[src/pipe_pkg.sv]
/*
 * Pipeline-wide widths and codes shared by all stages.
 */
`default_nettype none

package pipe_pkg;

    localparam int xlen = 32;

    typedef logic [4:0] reg_idx_t;

    typedef enum logic [2:0] {
        alu_add,
        alu_sub,
        alu_and,
        alu_or,
        alu_slt,
        alu_lui
    } alu_op_t;

    // JR through this register halts the core
    localparam reg_idx_t ra_index = 5'd31;

endpackage

`default_nettype wire

[src/isa_pkg.sv]
/*
 * MIPS-style instruction encodings for the integer subset only.
 * No byte, halfword, multiply, divide or exception encodings.
 */
`default_nettype none

package isa_pkg;

    localparam logic [5:0] op_rtype = 6'h00;
    localparam logic [5:0] op_beq   = 6'h04;
    localparam logic [5:0] op_bne   = 6'h05;
    localparam logic [5:0] op_addiu = 6'h09;
    localparam logic [5:0] op_lui   = 6'h0f;
    localparam logic [5:0] op_lw    = 6'h23;
    localparam logic [5:0] op_sw    = 6'h2b;

    localparam logic [5:0] fn_jr    = 6'h08;
    localparam logic [5:0] fn_addu  = 6'h21;
    localparam logic [5:0] fn_subu  = 6'h23;
    localparam logic [5:0] fn_and   = 6'h24;
    localparam logic [5:0] fn_or    = 6'h25;
    localparam logic [5:0] fn_slt   = 6'h2a;

    typedef struct packed {
        logic [5:0] opcode;
        logic [4:0] rs;
        logic [4:0] rt;
        logic [4:0] rd;
        logic [4:0] shamt;
        logic [5:0] funct;
    } r_fmt_t;

    typedef struct packed {
        logic [5:0]  opcode;
        logic [4:0]  rs;
        logic [4:0]  rt;
        logic [15:0] imm16;
    } i_fmt_t;

    // Same 32 bits, register or immediate layout
    typedef union packed {
        r_fmt_t r;
        i_fmt_t i;
    } insn_word_u;

    localparam insn_word_u nop_word = '0;

endpackage

`default_nettype wire
[src/stage_if.sv]
/*
 * One instruction slot between two pipeline stages.
 * No handshake; valid qualifies the rest for a single cycle.
 */
`timescale 1ns/1ps
`default_nettype none

interface stage_link;

    logic                      valid;
    isa_pkg::insn_word_u       insn;
    logic [pipe_pkg::xlen-1:0] pc;
    // Operand or ALU result
    logic [pipe_pkg::xlen-1:0] a;
    // Operand or store data
    logic [pipe_pkg::xlen-1:0] b;
    pipe_pkg::reg_idx_t        rd;
    logic                      wr;
    logic                      mem_rd;
    logic                      mem_wr;
    pipe_pkg::alu_op_t         op;

    modport src (
        output valid, insn, pc, a, b, rd, wr, mem_rd, mem_wr, op
    );

    modport dst (
        input valid, insn, pc, a, b, rd, wr, mem_rd, mem_wr, op
    );

endinterface

`default_nettype wire

[src/execute_stage.sv]
/*
 * ALU, branch resolution and halt detection. Branches and JR resolve
 * here, no delay slot. JR through r31 halts; the JR moves on as a
 * non-writing marker.
 */
`timescale 1ns/1ps
`default_nettype none

module execute_stage (
    input  logic                      clock,
    input  logic                      rst,
    stage_link.dst                    in,
    stage_link.src                    out,
    output logic                      redirect,
    output logic [pipe_pkg::xlen-1:0] target,
    output logic                      flush,
    output logic                      halt_seen,
    output pipe_pkg::reg_idx_t        ex_rd,
    output logic                      ex_wr
);

    logic [pipe_pkg::xlen-1:0] imm_sext;
    logic [pipe_pkg::xlen-1:0] b_op;
    logic [pipe_pkg::xlen-1:0] result;
    logic                      is_jr;
    logic                      taken;
    logic                      halt_q;

    assign imm_sext = {{16{in.insn.i.imm16[15]}}, in.insn.i.imm16};
    // Stores keep rt data in b, so the offset comes from the word
    assign b_op     = in.mem_wr ? imm_sext : in.b;

    always_comb begin
        case (in.op)
            pipe_pkg::alu_sub: result = in.a - b_op;
            pipe_pkg::alu_and: result = in.a & b_op;
            pipe_pkg::alu_or:  result = in.a | b_op;
            pipe_pkg::alu_slt: result = {31'b0, $signed(in.a) < $signed(b_op)};
            pipe_pkg::alu_lui: result = {b_op[15:0], 16'h0};
            default:           result = in.a + b_op;
        endcase
    end

    assign is_jr = (in.insn.r.opcode == isa_pkg::op_rtype) && (in.insn.r.funct == isa_pkg::fn_jr);
    assign taken = ((in.insn.i.opcode == isa_pkg::op_beq) && (in.a == in.b)) ||
                   ((in.insn.i.opcode == isa_pkg::op_bne) && (in.a != in.b));

    assign redirect = in.valid && (taken || is_jr);
    assign flush    = redirect;
    assign target   = is_jr ? in.a : in.pc + 32'd4 + {imm_sext[29:0], 2'b00};

    always_ff @(posedge clock) begin
        if (rst) begin
            halt_q <= 1'b0;
        end else if (in.valid && is_jr && in.insn.r.rs == pipe_pkg::ra_index) begin
            halt_q <= 1'b1;
        end
    end

    assign halt_seen = halt_q;
    assign ex_rd     = in.rd;
    assign ex_wr     = in.valid && in.wr;

    always_ff @(posedge clock) begin
        if (rst) begin
            out.valid <= 1'b0;
        end else begin
            out.valid <= in.valid;
        end
    end

    always_ff @(posedge clock) begin
        out.insn   <= in.insn;
        out.pc     <= in.pc;
        out.a      <= result;
        out.b      <= in.b;
        out.rd     <= in.rd;
        out.wr     <= in.wr;
        out.mem_rd <= in.mem_rd;
        out.mem_wr <= in.mem_wr;
        out.op     <= in.op;
    end

endmodule

`default_nettype wire

[src/flat_wrapper.sv]
// flat-port wrapper written by rule: the top's interface ports become plain ports
module execute_stage_flat 
  (clock, rst, redirect, target, flush, halt_seen, ex_rd, ex_wr, in_valid, in_insn, in_pc, in_a, in_b, in_rd, in_wr, in_mem_rd, in_mem_wr, in_op, out_valid, out_insn, out_pc, out_a, out_b, out_rd, out_wr, out_mem_rd, out_mem_wr, out_op);
  stage_link in_i ();
  stage_link out_i ();
  input  logic clock;
  input  logic rst;
  output logic redirect;
  output logic [pipe_pkg::xlen-1:0] target;
  output logic flush;
  output logic halt_seen;
  output pipe_pkg::reg_idx_t ex_rd;
  output logic ex_wr;
  input wire logic [$bits(in_i.valid)-1:0] in_valid;
  input wire logic [$bits(in_i.insn)-1:0] in_insn;
  input wire logic [$bits(in_i.pc)-1:0] in_pc;
  input wire logic [$bits(in_i.a)-1:0] in_a;
  input wire logic [$bits(in_i.b)-1:0] in_b;
  input wire logic [$bits(in_i.rd)-1:0] in_rd;
  input wire logic [$bits(in_i.wr)-1:0] in_wr;
  input wire logic [$bits(in_i.mem_rd)-1:0] in_mem_rd;
  input wire logic [$bits(in_i.mem_wr)-1:0] in_mem_wr;
  input wire logic [$bits(in_i.op)-1:0] in_op;
  output wire logic [$bits(out_i.valid)-1:0] out_valid;
  output wire logic [$bits(out_i.insn)-1:0] out_insn;
  output wire logic [$bits(out_i.pc)-1:0] out_pc;
  output wire logic [$bits(out_i.a)-1:0] out_a;
  output wire logic [$bits(out_i.b)-1:0] out_b;
  output wire logic [$bits(out_i.rd)-1:0] out_rd;
  output wire logic [$bits(out_i.wr)-1:0] out_wr;
  output wire logic [$bits(out_i.mem_rd)-1:0] out_mem_rd;
  output wire logic [$bits(out_i.mem_wr)-1:0] out_mem_wr;
  output wire logic [$bits(out_i.op)-1:0] out_op;
  assign in_i.valid = in_valid;
  assign in_i.insn = in_insn;
  assign in_i.pc = in_pc;
  assign in_i.a = in_a;
  assign in_i.b = in_b;
  assign in_i.rd = in_rd;
  assign in_i.wr = in_wr;
  assign in_i.mem_rd = in_mem_rd;
  assign in_i.mem_wr = in_mem_wr;
  assign in_i.op = in_op;
  assign out_valid = out_i.valid;
  assign out_insn = out_i.insn;
  assign out_pc = out_i.pc;
  assign out_a = out_i.a;
  assign out_b = out_i.b;
  assign out_rd = out_i.rd;
  assign out_wr = out_i.wr;
  assign out_mem_rd = out_i.mem_rd;
  assign out_mem_wr = out_i.mem_wr;
  assign out_op = out_i.op;
  execute_stage u_core (.clock(clock), .rst(rst), .in(in_i), .out(out_i), .redirect(redirect), .target(target), .flush(flush), .halt_seen(halt_seen), .ex_rd(ex_rd), .ex_wr(ex_wr));
endmodule
[config.mk]
export PLATFORM = sky130hd
export DESIGN_NAME = execute_stage_flat
export DESIGN_NICKNAME = d
export VERILOG_FILES = /design/src/pipe_pkg.sv /design/src/isa_pkg.sv /design/src/stage_if.sv /design/src/execute_stage.sv /design/src/flat_wrapper.sv
export SDC_FILE = /design/constraint.sdc
export NUM_CORES = 1
export LEC_CHECK = 0
export BUFFER_PORTS_ARGS = -buffer_cell sky130_fd_sc_hd__buf_2
export CORE_MARGIN = 4
export CORE_UTILIZATION = 37
export CTS_CLUSTER_DIAMETER = 40
export DETAILED_ROUTE_END_ITERATION = 10
export HOLD_SLACK_MARGIN = 0.06
export PLACE_DENSITY_LB_ADDON = 0.1
export SETUP_SLACK_MARGIN = 0.3
export SYNTH_ARGS = -nofsm -noshare
export SYNTH_HDL_FRONTEND = slang
export SYNTH_SLANG_ARGS = --single-unit
[constraint.sdc]
create_clock -name clock -period 12.21 [get_ports clock]
set_clock_uncertainty 0.2 [all_clocks]
set_input_delay 2.442 -clock clock [delete_from_list [all_inputs] [get_ports clock]]
set_output_delay 2.442 -clock clock [all_outputs]
set_load 0.01 [all_outputs]
==> impl_results.md <==
- Crit end category: output port
- Vias: 10810
- Vias in the first global route: 10400
- Vias/cell: 5.506
- Die height: 177.4 um
- Die width: 177.4 um
- Syn Nets: 1590
- Ant. Diodes: 0
- Cells after Synth: 1291
- Hold_buf cts: 0
- R2R Path End: u_core.halt_seen
- Met2 usage: 0.4474
- Clk network pwr share: 0.331
- Relative max-transition margin: 0.1918
- Worst Hold Launch: u_core.halt_seen
- Starting DRT DRC Count: 851
- Yosys reg bits: 141
- Layout net count: 1872
- Peak supply drop: 0.00006743 V
- Post-Synth XOR/XNOR Area: 0.05197
- Drt wl/cell: 21.32 um
- Pin count of the biggest net entering global routing: 61
- Leak pwr: 6.382 nW
- CTS clk-pin slew, worst paths: 0.07 ns
- Synth top area share: 0.2658
- Sequential Power Share: 0.305
- Post-synthesis mux area share: 0.02875
- Dpl hpwl: 33540 um
- Max_cap viols: 0
- Grt ovf: 0
- Fillers: 2908
- Synth Area in Compound Gates: 0.2627
- Worst hold-check path type: reg -> reg
- Final WS setup: 3.879 ns
- P per Cell Area: 127.4 nW/um2
- Hold endpoint: u_core.halt_seen
- DRC violations left: 0
- CP max-delay cell: a41oi_1
- Worst slack, placed: 3.985 ns
- Switching power: 0.0006540 W
- Comb power frac: 0.363
- Crit-path max FO: 4
- Clock Tree Buf Depth: 2
- First-pass GRT wire length: 61580 um
- Critical path launch point type: input port
- Port Buf Inserts: 322
- CP arrival: 5.69 ns
- Buf+Inv Stages, Crit Path: 2
- Avg Cell Area, Syn: 8.224 um2
- Post-synthesis sequential area ratio: 0.2658
- Post-synthesis simple-gate area fraction: 0.1337
- DRT Pass-1 Iters: 5
- CTS tree: built
- Post-Synth Adder-Cell Area: 0.1871
- Routability cong.: 0.9714
- Internal Power: 0.001011 W
- Cell mode on critical path: a211oi_1
- Clock latency on the worst-skew pair: 0.43 ns
- Clock root buffer: clkbuf_16
- Final antenna-violating net count: 0
- CORE AREA: 28010 um2
- Rows: 61
- Final hold violations: 0
- Crit share post-route: 0.6823
- Detailed Route WL: 41880 um
- Slew Limit Fails: 0
- GRT Overall Usage: 0.2562
- Initial Util: 0.3791
- I/O pins: 323
- Met1 Track Usage GR: 0.3229
- H-tree level count: 4
- Largest cells by area after synthesis: dfxtp_1, ha_1, a21oi_1
- Setup_tns: 0 ns
- Synth-to-layout area growth: 23.11%
- Synth cell types: 82
- Maximum operating frequency: 120.0 MHz
- Run status: complete, no violations
- Crit Path Class: in -> out
- Reg-to-reg startpoint: u_core.halt_seen
- Final setup fails: 0
- Final min period: 8.331 ns
- Total CTS buffers: 17
- Async S/R FF share, synth: 0
- Clock sink count: 141
- Initial antenna violation count: 3
- Reg2reg path depth: 2
- R2R Setup Slk: 11.38 ns
- Worst path required time: 9.57 ns
- Post-cts sizing count: 0
- Sw Share: 0.3928
- Slowest stage delay, CP: 0.44 ns
- Met3 GRT Util: 0.04325
- Mapped cell area: 10620 um2
- EDFF count, synth: 0
- CP delay by family, top: compound AO/OA/AOI/OAI gates
- Most used routing layer: met2
- Post-CTS setup buffers: 0
- Unrepaired setup endpoints after global routing: no
- Hold path depth: 2
- Slew @ Worst Pin: 1.212 ns
- Total power: 0.001665 W
- Ratio of cells with drive above 1 in the final layout: 0.2509
- Main synth FF type: dfxtp_1
- Warnings, synthesis: 0
- Critical path cell sequence: buf_2, ha_1, ha_1, a211oi_1, o211ai_1, a41o_1, a41oi_1, a211oi_1, a211oi_1, a21oi_1, xnor2_1, mux2i_1, buf_2
- Synth area leader: dfxtp_1
- Die area: 31470 um2
- Largest family of logic cells by synthesized area: compound AO/OA/AOI/OAI gates
==> flip-flops by register name, indices dropped and copies added (netlist names) <==
register and count:
u_core.halt_seen 1, u_core.out.a 32, u_core.out.b 32, u_core.out.insn 32
u_core.out.mem_rd 1, u_core.out.mem_wr 1, u_core.out.op 3, u_core.out.pc 32
u_core.out.rd 5, u_core.out.valid 1, u_core.out.wr 1
==> cell type report <==
class,count,area [um2],share of cell area
clock inverters,15,186.4,0.01426
well taps,378,473.0,0.03618
repair buffers,327,1649,0.1262
flip-flops and latches,141,2823,0.2159
multi-input cells,966,7064,0.5404
inverters,120,450.4,0.03446
clock buffers,17,425.4,0.03255
==> worst min-delay path, cell delays in order (launching register included) <==
cell and delay (ns):
dfxtp_1 0.34, a41oi_1 0.05, nor2_1 0.07
==> placed cells by master (no fill, tap or decap), drive strengths merged, types with 7 or more instances in the layout <==
cell type / instances
nand2b: 13
clkbuf: 17
ha: 154
nand4: 12
buf: 327
mux2i: 17
o211ai: 7
or3: 7
nand3: 11
inv: 127
a221oi: 12
o221ai: 12
xnor2: 45
a2111oi: 7
nand2: 86
and2: 10
mux2: 12
a21o: 23
and3: 11
nor3: 8
o21ai: 83
clkinv: 8
a211oi: 27
xor2: 18
o22ai: 26
o21bai: 20
nor2: 96
a31oi: 11
nor4: 13
dfxtp: 141
nor2b: 10
a21oi: 119
==> per-layer routing <==
layer | part of all wire | vias up
met1 | 0.42 | 5062
met4 | 0.025 | 6
li1 | - | 5209
met2 | 0.48 | 478
met3 | 0.076 | 58
met5 | 0.00098 | -
==> power groups by stage <==
| stage | Combinational (W) | Sequential [W] | Clock (W) |
|---|---|---|---|
| after floorplan | 0.000350 | 0.000542 | 0 |
| after global placement | 0.000598 | 0.000519 | 0 |
| after detailed placement | 0.000597 | 0.000520 | 0 |
| after CTS | 0.000601 | 0.000509 | 0.000569 |
| after global routing | 0.000659 | 0.000513 | 0.000585 |
| final | 0.000605 | 0.000509 | 0.000551 |
==> worst max path at each step <==
| stage | endpoint | cells past startpoint | start | slack (ns) |
|---|---|---|---|---|
| CTS | target[24] | 13 | in_insn[2] | 3.96 |
| global route | target[24] | 13 | in_insn[2] | 3.63 |
| floorplan | target[27] | 13 | in_pc[3] | 4.53 |
| finish | target[24] | 13 | in_insn[2] | 3.88 |
| global placement | target[24] | 13 | in_insn[2] | 4.04 |
| detailed placement | target[24] | 13 | in_insn[2] | 3.98 |
==> through the flow <==
step / instances / hold WS (ns) / area [um2] / util
3_5_place_dp: 1932 / 0.2848 / 12460 / 0.4448
6_report: 1964 / 0.2929 / 13070 / 0.4667
3_3_place_gp: 1932 / 0.2792 / 12460 / 0.4448
4_1_cts: 1964 / 0.3076 / 13070 / 0.4667
2_1_floorplan: 1291 / 0.3106 / 10620 / -
5_1_grt: 1964 / 0.3902 / 13070 / 0.4667
==> synth_stat cells, drive strengths merged, types with 13 or more instances <==
library cell,count
mux2i,17
a21oi,119
nand2b,13
nor2,96
o22ai,26
ha,154
nor4,13
xnor2,45
dfxtp,141
a21o,23
nand2,86
a211oi,27
xor2,18
o21ai,83
o21bai,20
clkbuf,38
buf,26
inv,119
==> cell families (layout without fill, tap and decap cells) <==
logic type | Yosys count | in the layout
compound gates | 420 | 420
xor+xnor | 63 | 63
fa+ha+maj | 157 | 157
buf+inv | 184 | 479
flops | 141 | 141
mux | 29 | 29
simple gates | 297 | 297
(Power assumes the default switching activity.)
