`src/pipe_pkg.sv`:
```
/*
 * Pipeline-wide widths and codes shared by all stages.
 */
`default_nettype none

package pipe_pkg;

    localparam int xlen = 32;

    typedef logic [4:0] reg_idx_t;

    typedef enum logic [2:0] {
        alu_add,
        alu_sub,
        alu_and,
        alu_or,
        alu_slt,
        alu_lui
    } alu_op_t;

    // JR through this register halts the core
    localparam reg_idx_t ra_index = 5'd31;

endpackage

`default_nettype wire

```
`src/isa_pkg.sv`:
```
/*
 * MIPS-style instruction encodings for the integer subset only.
 * No byte, halfword, multiply, divide or exception encodings.
 */
`default_nettype none

package isa_pkg;

    localparam logic [5:0] op_rtype = 6'h00;
    localparam logic [5:0] op_beq   = 6'h04;
    localparam logic [5:0] op_bne   = 6'h05;
    localparam logic [5:0] op_addiu = 6'h09;
    localparam logic [5:0] op_lui   = 6'h0f;
    localparam logic [5:0] op_lw    = 6'h23;
    localparam logic [5:0] op_sw    = 6'h2b;

    localparam logic [5:0] fn_jr    = 6'h08;
    localparam logic [5:0] fn_addu  = 6'h21;
    localparam logic [5:0] fn_subu  = 6'h23;
    localparam logic [5:0] fn_and   = 6'h24;
    localparam logic [5:0] fn_or    = 6'h25;
    localparam logic [5:0] fn_slt   = 6'h2a;

    typedef struct packed {
        logic [5:0] opcode;
        logic [4:0] rs;
        logic [4:0] rt;
        logic [4:0] rd;
        logic [4:0] shamt;
        logic [5:0] funct;
    } r_fmt_t;

    typedef struct packed {
        logic [5:0]  opcode;
        logic [4:0]  rs;
        logic [4:0]  rt;
        logic [15:0] imm16;
    } i_fmt_t;

    // Same 32 bits, register or immediate layout
    typedef union packed {
        r_fmt_t r;
        i_fmt_t i;
    } insn_word_u;

    localparam insn_word_u nop_word = '0;

endpackage

`default_nettype wire
```
`src/stage_if.sv`:
```
/*
 * One instruction slot between two pipeline stages.
 * No handshake; valid qualifies the rest for a single cycle.
 */
`timescale 1ns/1ps
`default_nettype none

interface stage_link;

    logic                      valid;
    isa_pkg::insn_word_u       insn;
    logic [pipe_pkg::xlen-1:0] pc;
    // Operand or ALU result
    logic [pipe_pkg::xlen-1:0] a;
    // Operand or store data
    logic [pipe_pkg::xlen-1:0] b;
    pipe_pkg::reg_idx_t        rd;
    logic                      wr;
    logic                      mem_rd;
    logic                      mem_wr;
    pipe_pkg::alu_op_t         op;

    modport src (
        output valid, insn, pc, a, b, rd, wr, mem_rd, mem_wr, op
    );

    modport dst (
        input valid, insn, pc, a, b, rd, wr, mem_rd, mem_wr, op
    );

endinterface

`default_nettype wire

```
`src/decode_stage.sv`:
```
/*
 * Register file, control decode and interlock. No forwarding: a source
 * waits until its producer reaches write-back, where a write-first read
 * picks up the new value. Unknown opcodes decode as no-ops.
 */
`timescale 1ns/1ps
`default_nettype none

module decode_stage (
    input  logic                      clock,
    input  logic                      rst,
    stage_link.dst                    in,
    stage_link.src                    out,
    input  logic                      flush,
    input  logic                      wb_en,
    input  pipe_pkg::reg_idx_t        wb_rd,
    input  logic [pipe_pkg::xlen-1:0] wb_data,
    input  pipe_pkg::reg_idx_t        ex_rd,
    input  logic                      ex_wr,
    input  pipe_pkg::reg_idx_t        mem_rd_idx,
    input  logic                      mem_wr_flag,
    output logic                      stall,
    input  pipe_pkg::reg_idx_t        dbg_reg,
    output logic [pipe_pkg::xlen-1:0] dbg_data
);

    logic [pipe_pkg::xlen-1:0] regs [32];
    pipe_pkg::reg_idx_t        rs;
    pipe_pkg::reg_idx_t        rt;
    logic [pipe_pkg::xlen-1:0] rs_val;
    logic [pipe_pkg::xlen-1:0] rt_val;
    logic [pipe_pkg::xlen-1:0] imm_ext;
    logic                      use_rs;
    logic                      use_rt;
    logic                      use_imm;
    logic                      rt_dest;
    logic                      dec_wr;
    logic                      dec_mem_rd;
    logic                      dec_mem_wr;
    pipe_pkg::alu_op_t         dec_op;
    logic                      hazard_rs;
    logic                      hazard_rt;

    assign rs = in.insn.r.rs;
    assign rt = in.insn.r.rt;

    // wb_en is already low for register 0
    always_ff @(posedge clock) begin
        if (wb_en) begin
            regs[wb_rd] <= wb_data;
        end
    end

    assign rs_val   = (rs == '0) ? '0 : (wb_en && wb_rd == rs) ? wb_data : regs[rs];
    assign rt_val   = (rt == '0) ? '0 : (wb_en && wb_rd == rt) ? wb_data : regs[rt];
    assign dbg_data = (dbg_reg == '0) ? '0 : regs[dbg_reg];

    always_comb begin
        dec_op     = pipe_pkg::alu_add;
        use_rs     = 1'b1;
        use_rt     = 1'b0;
        use_imm    = 1'b1;
        rt_dest    = 1'b1;
        dec_wr     = 1'b0;
        dec_mem_rd = 1'b0;
        dec_mem_wr = 1'b0;
        imm_ext    = {{16{in.insn.i.imm16[15]}}, in.insn.i.imm16};
        case (in.insn.i.opcode)
            isa_pkg::op_rtype: begin
                use_rt  = 1'b1;
                use_imm = 1'b0;
                rt_dest = 1'b0;
                dec_wr  = 1'b1;
                case (in.insn.r.funct)
                    isa_pkg::fn_addu: dec_op = pipe_pkg::alu_add;
                    isa_pkg::fn_subu: dec_op = pipe_pkg::alu_sub;
                    isa_pkg::fn_and:  dec_op = pipe_pkg::alu_and;
                    isa_pkg::fn_or:   dec_op = pipe_pkg::alu_or;
                    isa_pkg::fn_slt:  dec_op = pipe_pkg::alu_slt;
                    isa_pkg::fn_jr: begin
                        use_rt = 1'b0;
                        dec_wr = 1'b0;
                    end
                    default: begin
                        use_rs = 1'b0;
                        use_rt = 1'b0;
                        dec_wr = 1'b0;
                    end
                endcase
            end
            isa_pkg::op_addiu: dec_wr = 1'b1;
            isa_pkg::op_lui: begin
                use_rs  = 1'b0;
                dec_op  = pipe_pkg::alu_lui;
                dec_wr  = 1'b1;
                imm_ext = {16'h0, in.insn.i.imm16};
            end
            isa_pkg::op_lw: begin
                dec_wr     = 1'b1;
                dec_mem_rd = 1'b1;
            end
            // Store data rides in b, execute adds the offset
            isa_pkg::op_sw: begin
                use_rt     = 1'b1;
                use_imm    = 1'b0;
                dec_mem_wr = 1'b1;
            end
            isa_pkg::op_beq, isa_pkg::op_bne: begin
                use_rt  = 1'b1;
                use_imm = 1'b0;
                dec_op  = pipe_pkg::alu_sub;
            end
            default: use_rs = 1'b0;
        endcase
    end

    assign hazard_rs = (rs != '0) && ((ex_wr && rs == ex_rd) || (mem_wr_flag && rs == mem_rd_idx));
    assign hazard_rt = (rt != '0) && ((ex_wr && rt == ex_rd) || (mem_wr_flag && rt == mem_rd_idx));
    assign stall     = in.valid && ((use_rs && hazard_rs) || (use_rt && hazard_rt));

    always_ff @(posedge clock) begin
        if (rst || flush) begin
            out.valid <= 1'b0;
        end else begin
            out.valid <= in.valid && !stall;
        end
    end

    always_ff @(posedge clock) begin
        out.insn   <= stall ? isa_pkg::nop_word : in.insn;
        out.pc     <= in.pc;
        out.a      <= rs_val;
        out.b      <= use_imm ? imm_ext : rt_val;
        out.rd     <= rt_dest ? rt : in.insn.r.rd;
        out.wr     <= dec_wr;
        out.mem_rd <= dec_mem_rd;
        out.mem_wr <= dec_mem_wr;
        out.op     <= dec_op;
    end

endmodule

`default_nettype wire

```
`src/flat_wrapper.sv`:
```
// flat-port wrapper written by rule: the top's interface ports become plain ports
module decode_stage_flat 
  (clock, rst, flush, wb_en, wb_rd, wb_data, ex_rd, ex_wr, mem_rd_idx, mem_wr_flag, stall, dbg_reg, dbg_data, in_valid, in_insn, in_pc, in_a, in_b, in_rd, in_wr, in_mem_rd, in_mem_wr, in_op, out_valid, out_insn, out_pc, out_a, out_b, out_rd, out_wr, out_mem_rd, out_mem_wr, out_op);
  stage_link in_i ();
  stage_link out_i ();
  input  logic clock;
  input  logic rst;
  input  logic flush;
  input  logic wb_en;
  input  pipe_pkg::reg_idx_t wb_rd;
  input  logic [pipe_pkg::xlen-1:0] wb_data;
  input  pipe_pkg::reg_idx_t ex_rd;
  input  logic ex_wr;
  input  pipe_pkg::reg_idx_t mem_rd_idx;
  input  logic mem_wr_flag;
  output logic stall;
  input  pipe_pkg::reg_idx_t dbg_reg;
  output logic [pipe_pkg::xlen-1:0] dbg_data;
  input wire logic [$bits(in_i.valid)-1:0] in_valid;
  input wire logic [$bits(in_i.insn)-1:0] in_insn;
  input wire logic [$bits(in_i.pc)-1:0] in_pc;
  input wire logic [$bits(in_i.a)-1:0] in_a;
  input wire logic [$bits(in_i.b)-1:0] in_b;
  input wire logic [$bits(in_i.rd)-1:0] in_rd;
  input wire logic [$bits(in_i.wr)-1:0] in_wr;
  input wire logic [$bits(in_i.mem_rd)-1:0] in_mem_rd;
  input wire logic [$bits(in_i.mem_wr)-1:0] in_mem_wr;
  input wire logic [$bits(in_i.op)-1:0] in_op;
  output wire logic [$bits(out_i.valid)-1:0] out_valid;
  output wire logic [$bits(out_i.insn)-1:0] out_insn;
  output wire logic [$bits(out_i.pc)-1:0] out_pc;
  output wire logic [$bits(out_i.a)-1:0] out_a;
  output wire logic [$bits(out_i.b)-1:0] out_b;
  output wire logic [$bits(out_i.rd)-1:0] out_rd;
  output wire logic [$bits(out_i.wr)-1:0] out_wr;
  output wire logic [$bits(out_i.mem_rd)-1:0] out_mem_rd;
  output wire logic [$bits(out_i.mem_wr)-1:0] out_mem_wr;
  output wire logic [$bits(out_i.op)-1:0] out_op;
  assign in_i.valid = in_valid;
  assign in_i.insn = in_insn;
  assign in_i.pc = in_pc;
  assign in_i.a = in_a;
  assign in_i.b = in_b;
  assign in_i.rd = in_rd;
  assign in_i.wr = in_wr;
  assign in_i.mem_rd = in_mem_rd;
  assign in_i.mem_wr = in_mem_wr;
  assign in_i.op = in_op;
  assign out_valid = out_i.valid;
  assign out_insn = out_i.insn;
  assign out_pc = out_i.pc;
  assign out_a = out_i.a;
  assign out_b = out_i.b;
  assign out_rd = out_i.rd;
  assign out_wr = out_i.wr;
  assign out_mem_rd = out_i.mem_rd;
  assign out_mem_wr = out_i.mem_wr;
  assign out_op = out_i.op;
  decode_stage u_core (.clock(clock), .rst(rst), .in(in_i), .out(out_i), .flush(flush), .wb_en(wb_en), .wb_rd(wb_rd), .wb_data(wb_data), .ex_rd(ex_rd), .ex_wr(ex_wr), .mem_rd_idx(mem_rd_idx), .mem_wr_flag(mem_wr_flag), .stall(stall), .dbg_reg(dbg_reg), .dbg_data(dbg_data));
endmodule
```
`config.mk`:
```
export PLATFORM = sky130hd
export DESIGN_NAME = decode_stage_flat
export DESIGN_NICKNAME = d
export VERILOG_FILES = /design/src/pipe_pkg.sv /design/src/isa_pkg.sv /design/src/stage_if.sv /design/src/decode_stage.sv /design/src/flat_wrapper.sv
export SDC_FILE = /design/constraint.sdc
export NUM_CORES = 2
export LEC_CHECK = 0
export BUFFER_PORTS_ARGS = -buffer_cell sky130_fd_sc_hd__buf_2
export CAP_MARGIN = 20
export CELL_PAD_IN_SITES_DETAIL_PLACEMENT = 0
export CELL_PAD_IN_SITES_GLOBAL_PLACEMENT = 1
export CORE_MARGIN = 5
export CORE_UTILIZATION = 35
export DETAILED_ROUTE_END_ITERATION = 7
export HOLD_SLACK_MARGIN = 0.02
export PLACE_DENSITY_LB_ADDON = 0.1
export SLEW_MARGIN = 20
export SYNTH_ARGS = -nofsm -noshare
export SYNTH_HDL_FRONTEND = slang
export SYNTH_SLANG_ARGS = --single-unit
```
`constraint.sdc`:
```
create_clock -name clock -period 4.5 [get_ports clock]
set_clock_uncertainty 0.05 [all_clocks]
set_input_delay 0.9 -clock clock [delete_from_list [all_inputs] [get_ports clock]]
set_output_delay 0.9 -clock clock [all_outputs]
set_load 0.005 [all_outputs]
```
==> key figures <==
Clocking
  – Post CTS Setup Buffer Count: 0
  – CTS clk-pin slew, worst paths: 0.06 ns
  – CTS Buf Count: ~140
  – Hold-fix buffers, CTS: 0
  – CTS root buf: clkbuf_16
  – H-Tree Depth: 4
  – Max clock buf depth: 3
  – Cts repair resizes: 0
  – Clk sink count: 1164
  – Clock latency on the worst-skew pair: 0.78 ns
  – CTS tree: yes

Worst setup path
  – Top cell by count, worst path: mux4_2
  – CP max stage cell: mux4_2
  – Worst Path Max Fanout: 23
  – Worst path cell trace: buf_8, buf_12, mux4_2, mux4_2, inv_1, o21ai_0, buf_2
  – CP required: 3.55 ns
  – Worst R2R Path Depth: 4
  – Startpoint Class: input port
  – Buf/Inv on CP: 4
  – Number of cells on the critical path: 7
  – Crit path max-delay family: multiplexers
  – WP data arrival: about 3.3 ns
  – Critical path type: in2out
  – CP Capture Type: output pin
  – CP max stage delay: between 0.5 and 0.6 ns

GRT
  – Global-route wire length before repair: 344000 um
  – Grt ovf: 0
  – Initial antenna violation count: 30
  – Vias in the first global route: 40.5k
  – Tot GR Track Use: 27.9%
  – Pin count of the biggest net entering global routing: 83

Synth
  – Ys flop type: edfxtp_1
  – Mapped cell area: 0.0596 mm^2
  – Post-synth EDFFs: slightly above 1k
  – Synth Register Bits: ~1.2k
  – Post-synthesis net count: 3516
  – Seq/Total Area, Yosys: 56.3%
  – Syn avg cell area: approximately 18 um^2
  – Syn. warnings: 0
  – Post-synth cell types: 66
  – Async SR Flop Fraction: 0%
  – Cells after synthesis: 3318

Final layout
  – Synthesis-to-finish area growth: 18.4%
  – Fillcell total: 15.1k
  – Final nets: 3904
  – Final std cells w/o fill: 6066
  – Fin util: 41.6%
  – Share of cells above drive strength 1: 43.2%
  – Multi-input gate area: 0.0247 mm^2
  – Register area: 0.0336 mm^2

Detailed routing
  – Detail Route Antenna Nets: 0
  – Met3 wire len: 23300 um
  – Wirelength per Cell: 41.8 um
  – Routed vias/inst: 6.56
  – Top layer in use: met4
  – DRC Markers: 0
  – DRT iter0 DRCs: 5224
  – WL met2: approximately 120000 um
  – Pre-Repair DR Iteration Count: 6
  – DR vias: 39.8k
  – Detailed Route WL: between 200000 and 300000 um
  – Post-Route M1 WL: 97000 um

Timing
  – Setup violators final: 0
  – Setup TNS Final: 0 ns
  – Hold Vio Cnt, Final: 0
  – Minimum clock period: 4.22 ns
  – Period utilization: 93.8%
  – RSZ-0062 raised after global routing: false
  – Slew Limit Fails: 0
  – Setup WS post-layout: ~0.28 ns
  – Worst slew pin tran: 1.13 ns
  – F_max: 237 MHz
  – Rel. slew slack: roughly a quarter

Place
  – Post-place setup slack: between 0.15 and 0.2 ns
  – IO Port Bufs: between 200 and 300
  – Cells after DPL: slightly below 6k
  – RePlAce Congestion: 0.862
  – Post-DP HPWL: 159000 um

Die
  – Die X: ~420 um
  – Starting Density: 35.2%
  – Core Region: 0.169 mm^2
  – Die Height: 422 um
  – Ports: 371
  – # rows: 151
  – Die area: about 0.18 mm^2

Power
  – Pleak: between 20 and 25 nW
  – Worst vdd ir: 0.000406 V
  – Power Dens Cells: 384 mW/mm^2

Min path
  – Hold Path Depth: 1
  – Min-delay worst type: in2reg

Run status
  – Outcome: finished clean

Run
  – Max-cap violations: 0
==> metal layers <==
layer | up-vias | GRT usage (%)
li1 | 15200 | -
met1 | 21300 | 36.8
met2 | 2794 | 44.5
met3 | 503 | 5.75
met4 | 0 | 12.8
met5 | - | 0
==> worst paths after layout <==
path / startpoint / endpoint / slack (ns)
worst max register to register: u_core.regs[23][15] / u_core.out.b[15] / 2.11
worst max-delay path: dbg_reg[0] / dbg_data[5] / 0.28
worst min register to register: u_core.regs[29][1] / u_core.out.a[1] / 0.87
worst min-delay path: in_pc[31] / u_core.out.pc[31] / 0.17
==> cells by family after synthesis <==
family / Yosys count / synth area share (%)
AOI/OAI and AO/OA: 456 / 5.48
and+or+nand+nor: 413 / 3.22
buffers and inverters: 372 / 2.74
xor gates and xnor gates: 31 / 0.456
muxes: 882 / 31.8
DFF: 1164 / 56.3
==> report_power, final <==
part / internal (mW) / total, mW / switching (mW)
sequential: 12.0 / 12.1 / 0.112
clock: 7.10 / 11.9 / 4.77
combinational: 1.29 / 3.11 / 1.82
==> state kept, by name (all words and copies together), names as in the netlist <==
| name | flops |
|---|---|
| u_core.out.valid | 1 |
| u_core.out.mem_wr | 1 |
| u_core.out.pc | 32 |
| u_core.regs | 1024 |
| u_core.out.mem_rd | 1 |
| u_core.out.op | 3 |
| u_core.out.rd | 5 |
| u_core.out.b | 32 |
| u_core.out.a | 32 |
| u_core.out.insn | 32 |
| u_core.out.wr | 1 |
==> worst reg2reg max path, stage by stage (launching register included) <==
cell	delay (ns)
edfxtp_1	0.41
mux4_2	0.50
mux4_2	0.55
a222oi_1	0.33
nand2_1	0.31
==> synthesized netlist by cell type (all sizes together), types with 3 or more instances <==
cell type / count / share of area, %
edfxtp: 1024 / 52
mux4: 805 / 30
nand2: 193 / 1.2
buf: 156 / 1.4
clkbuf: 148 / 0.93
dfxtp: 140 / 4.7
a22oi: 115 / 1.4
o21ai: 93 / 0.78
nand3: 84 / 0.71
o22ai: 74 / 0.78
inv: 68 / 0.43
mux2i: 67 / 1.1
nor2: 57 / 0.36
a22o: 32 / 0.47
a311oi: 31 / 0.46
xor2: 20 / 0.29
a31oi: 19 / 0.21
and2: 18 / 0.19
a221oi: 14 / 0.21
a211oi: 13 / 0.18
a32oi: 13 / 0.19
a2111o: 11 / 0.21
a21oi: 11 / 0.092
xnor2: 11 / 0.16
mux2: 10 / 0.19
nand4: 9 / 0.095
nor2b: 8 / 0.084
nor4: 8 / 0.13
a222oi: 7 / 0.12
nand3b: 7 / 0.088
nor3: 7 / 0.067
nand2b: 5 / 0.053
o211ai: 5 / 0.063
nor3b: 4 / 0.050
o221ai: 3 / 0.044
or3: 3 / 0.040
or3b: 3 / 0.044
==> metrics by stage <==
| stage | area (um^2) | hold WS [ns] | total power, mW |
|---|---|---|---|
| final | 70500 | 0.170 | 27.1 |
| after CTS | 70400 | 0.107 | 27.3 |
| after detailed placement | 65600 | 0.842 | 15.4 |
| after global placement | 65600 | 0.836 | 15.4 |
| after global routing | 70500 | 0.120 | 27.9 |
| after floorplan | 59600 | 0.703 | 13.9 |
==> placed cells by master (no fill, tap or decap), types with 12 or more instances in the layout <==
master | netlist | routed
edfxtp_1 | 1024 | 1024
mux4_2 | 805 | 805
buf_2 | 97 | 283
nand2_1 | 193 | 191
buf_4 | 17 | 187
clkbuf_16 | 0 | 149
dfxtp_1 | 140 | 140
a22oi_1 | 115 | 115
nand3_1 | 84 | 84
o21ai_0 | 80 | 79
o22ai_1 | 74 | 74
buf_12 | 0 | 69
mux2i_1 | 67 | 67
inv_1 | 65 | 65
nor2_4 | 0 | 39
a22o_1 | 32 | 32
a311oi_1 | 31 | 31
clkinv_2 | 0 | 29
diode_2 | 0 | 25
clkbuf_1 | 148 | 22
xor2_1 | 20 | 20
a31oi_1 | 18 | 18
nor2_1 | 57 | 17
and2_1 | 17 | 17
clkinv_1 | 0 | 17
bufinv_16 | 0 | 16
a221oi_1 | 14 | 14
o21ai_1 | 13 | 13
a32oi_1 | 13 | 12
==> cell type report <==
| type | count | share of cell area, % |
|---|---|---|
| Antenna cell | 25 | 0.0888 |
| Inverter | 68 | 0.362 |
| Tap cell | 2218 | 3.94 |
| Multi-Input combinational cell | 1782 | 35.1 |
| Sequential cell | 1164 | 47.6 |
| Clock buffer | 181 | 5.58 |
| Clock inverter | 80 | 1.20 |
| Timing Repair Buffer | 548 | 6.14 |
No activity file was read; power rests on OpenSTA's default activity.
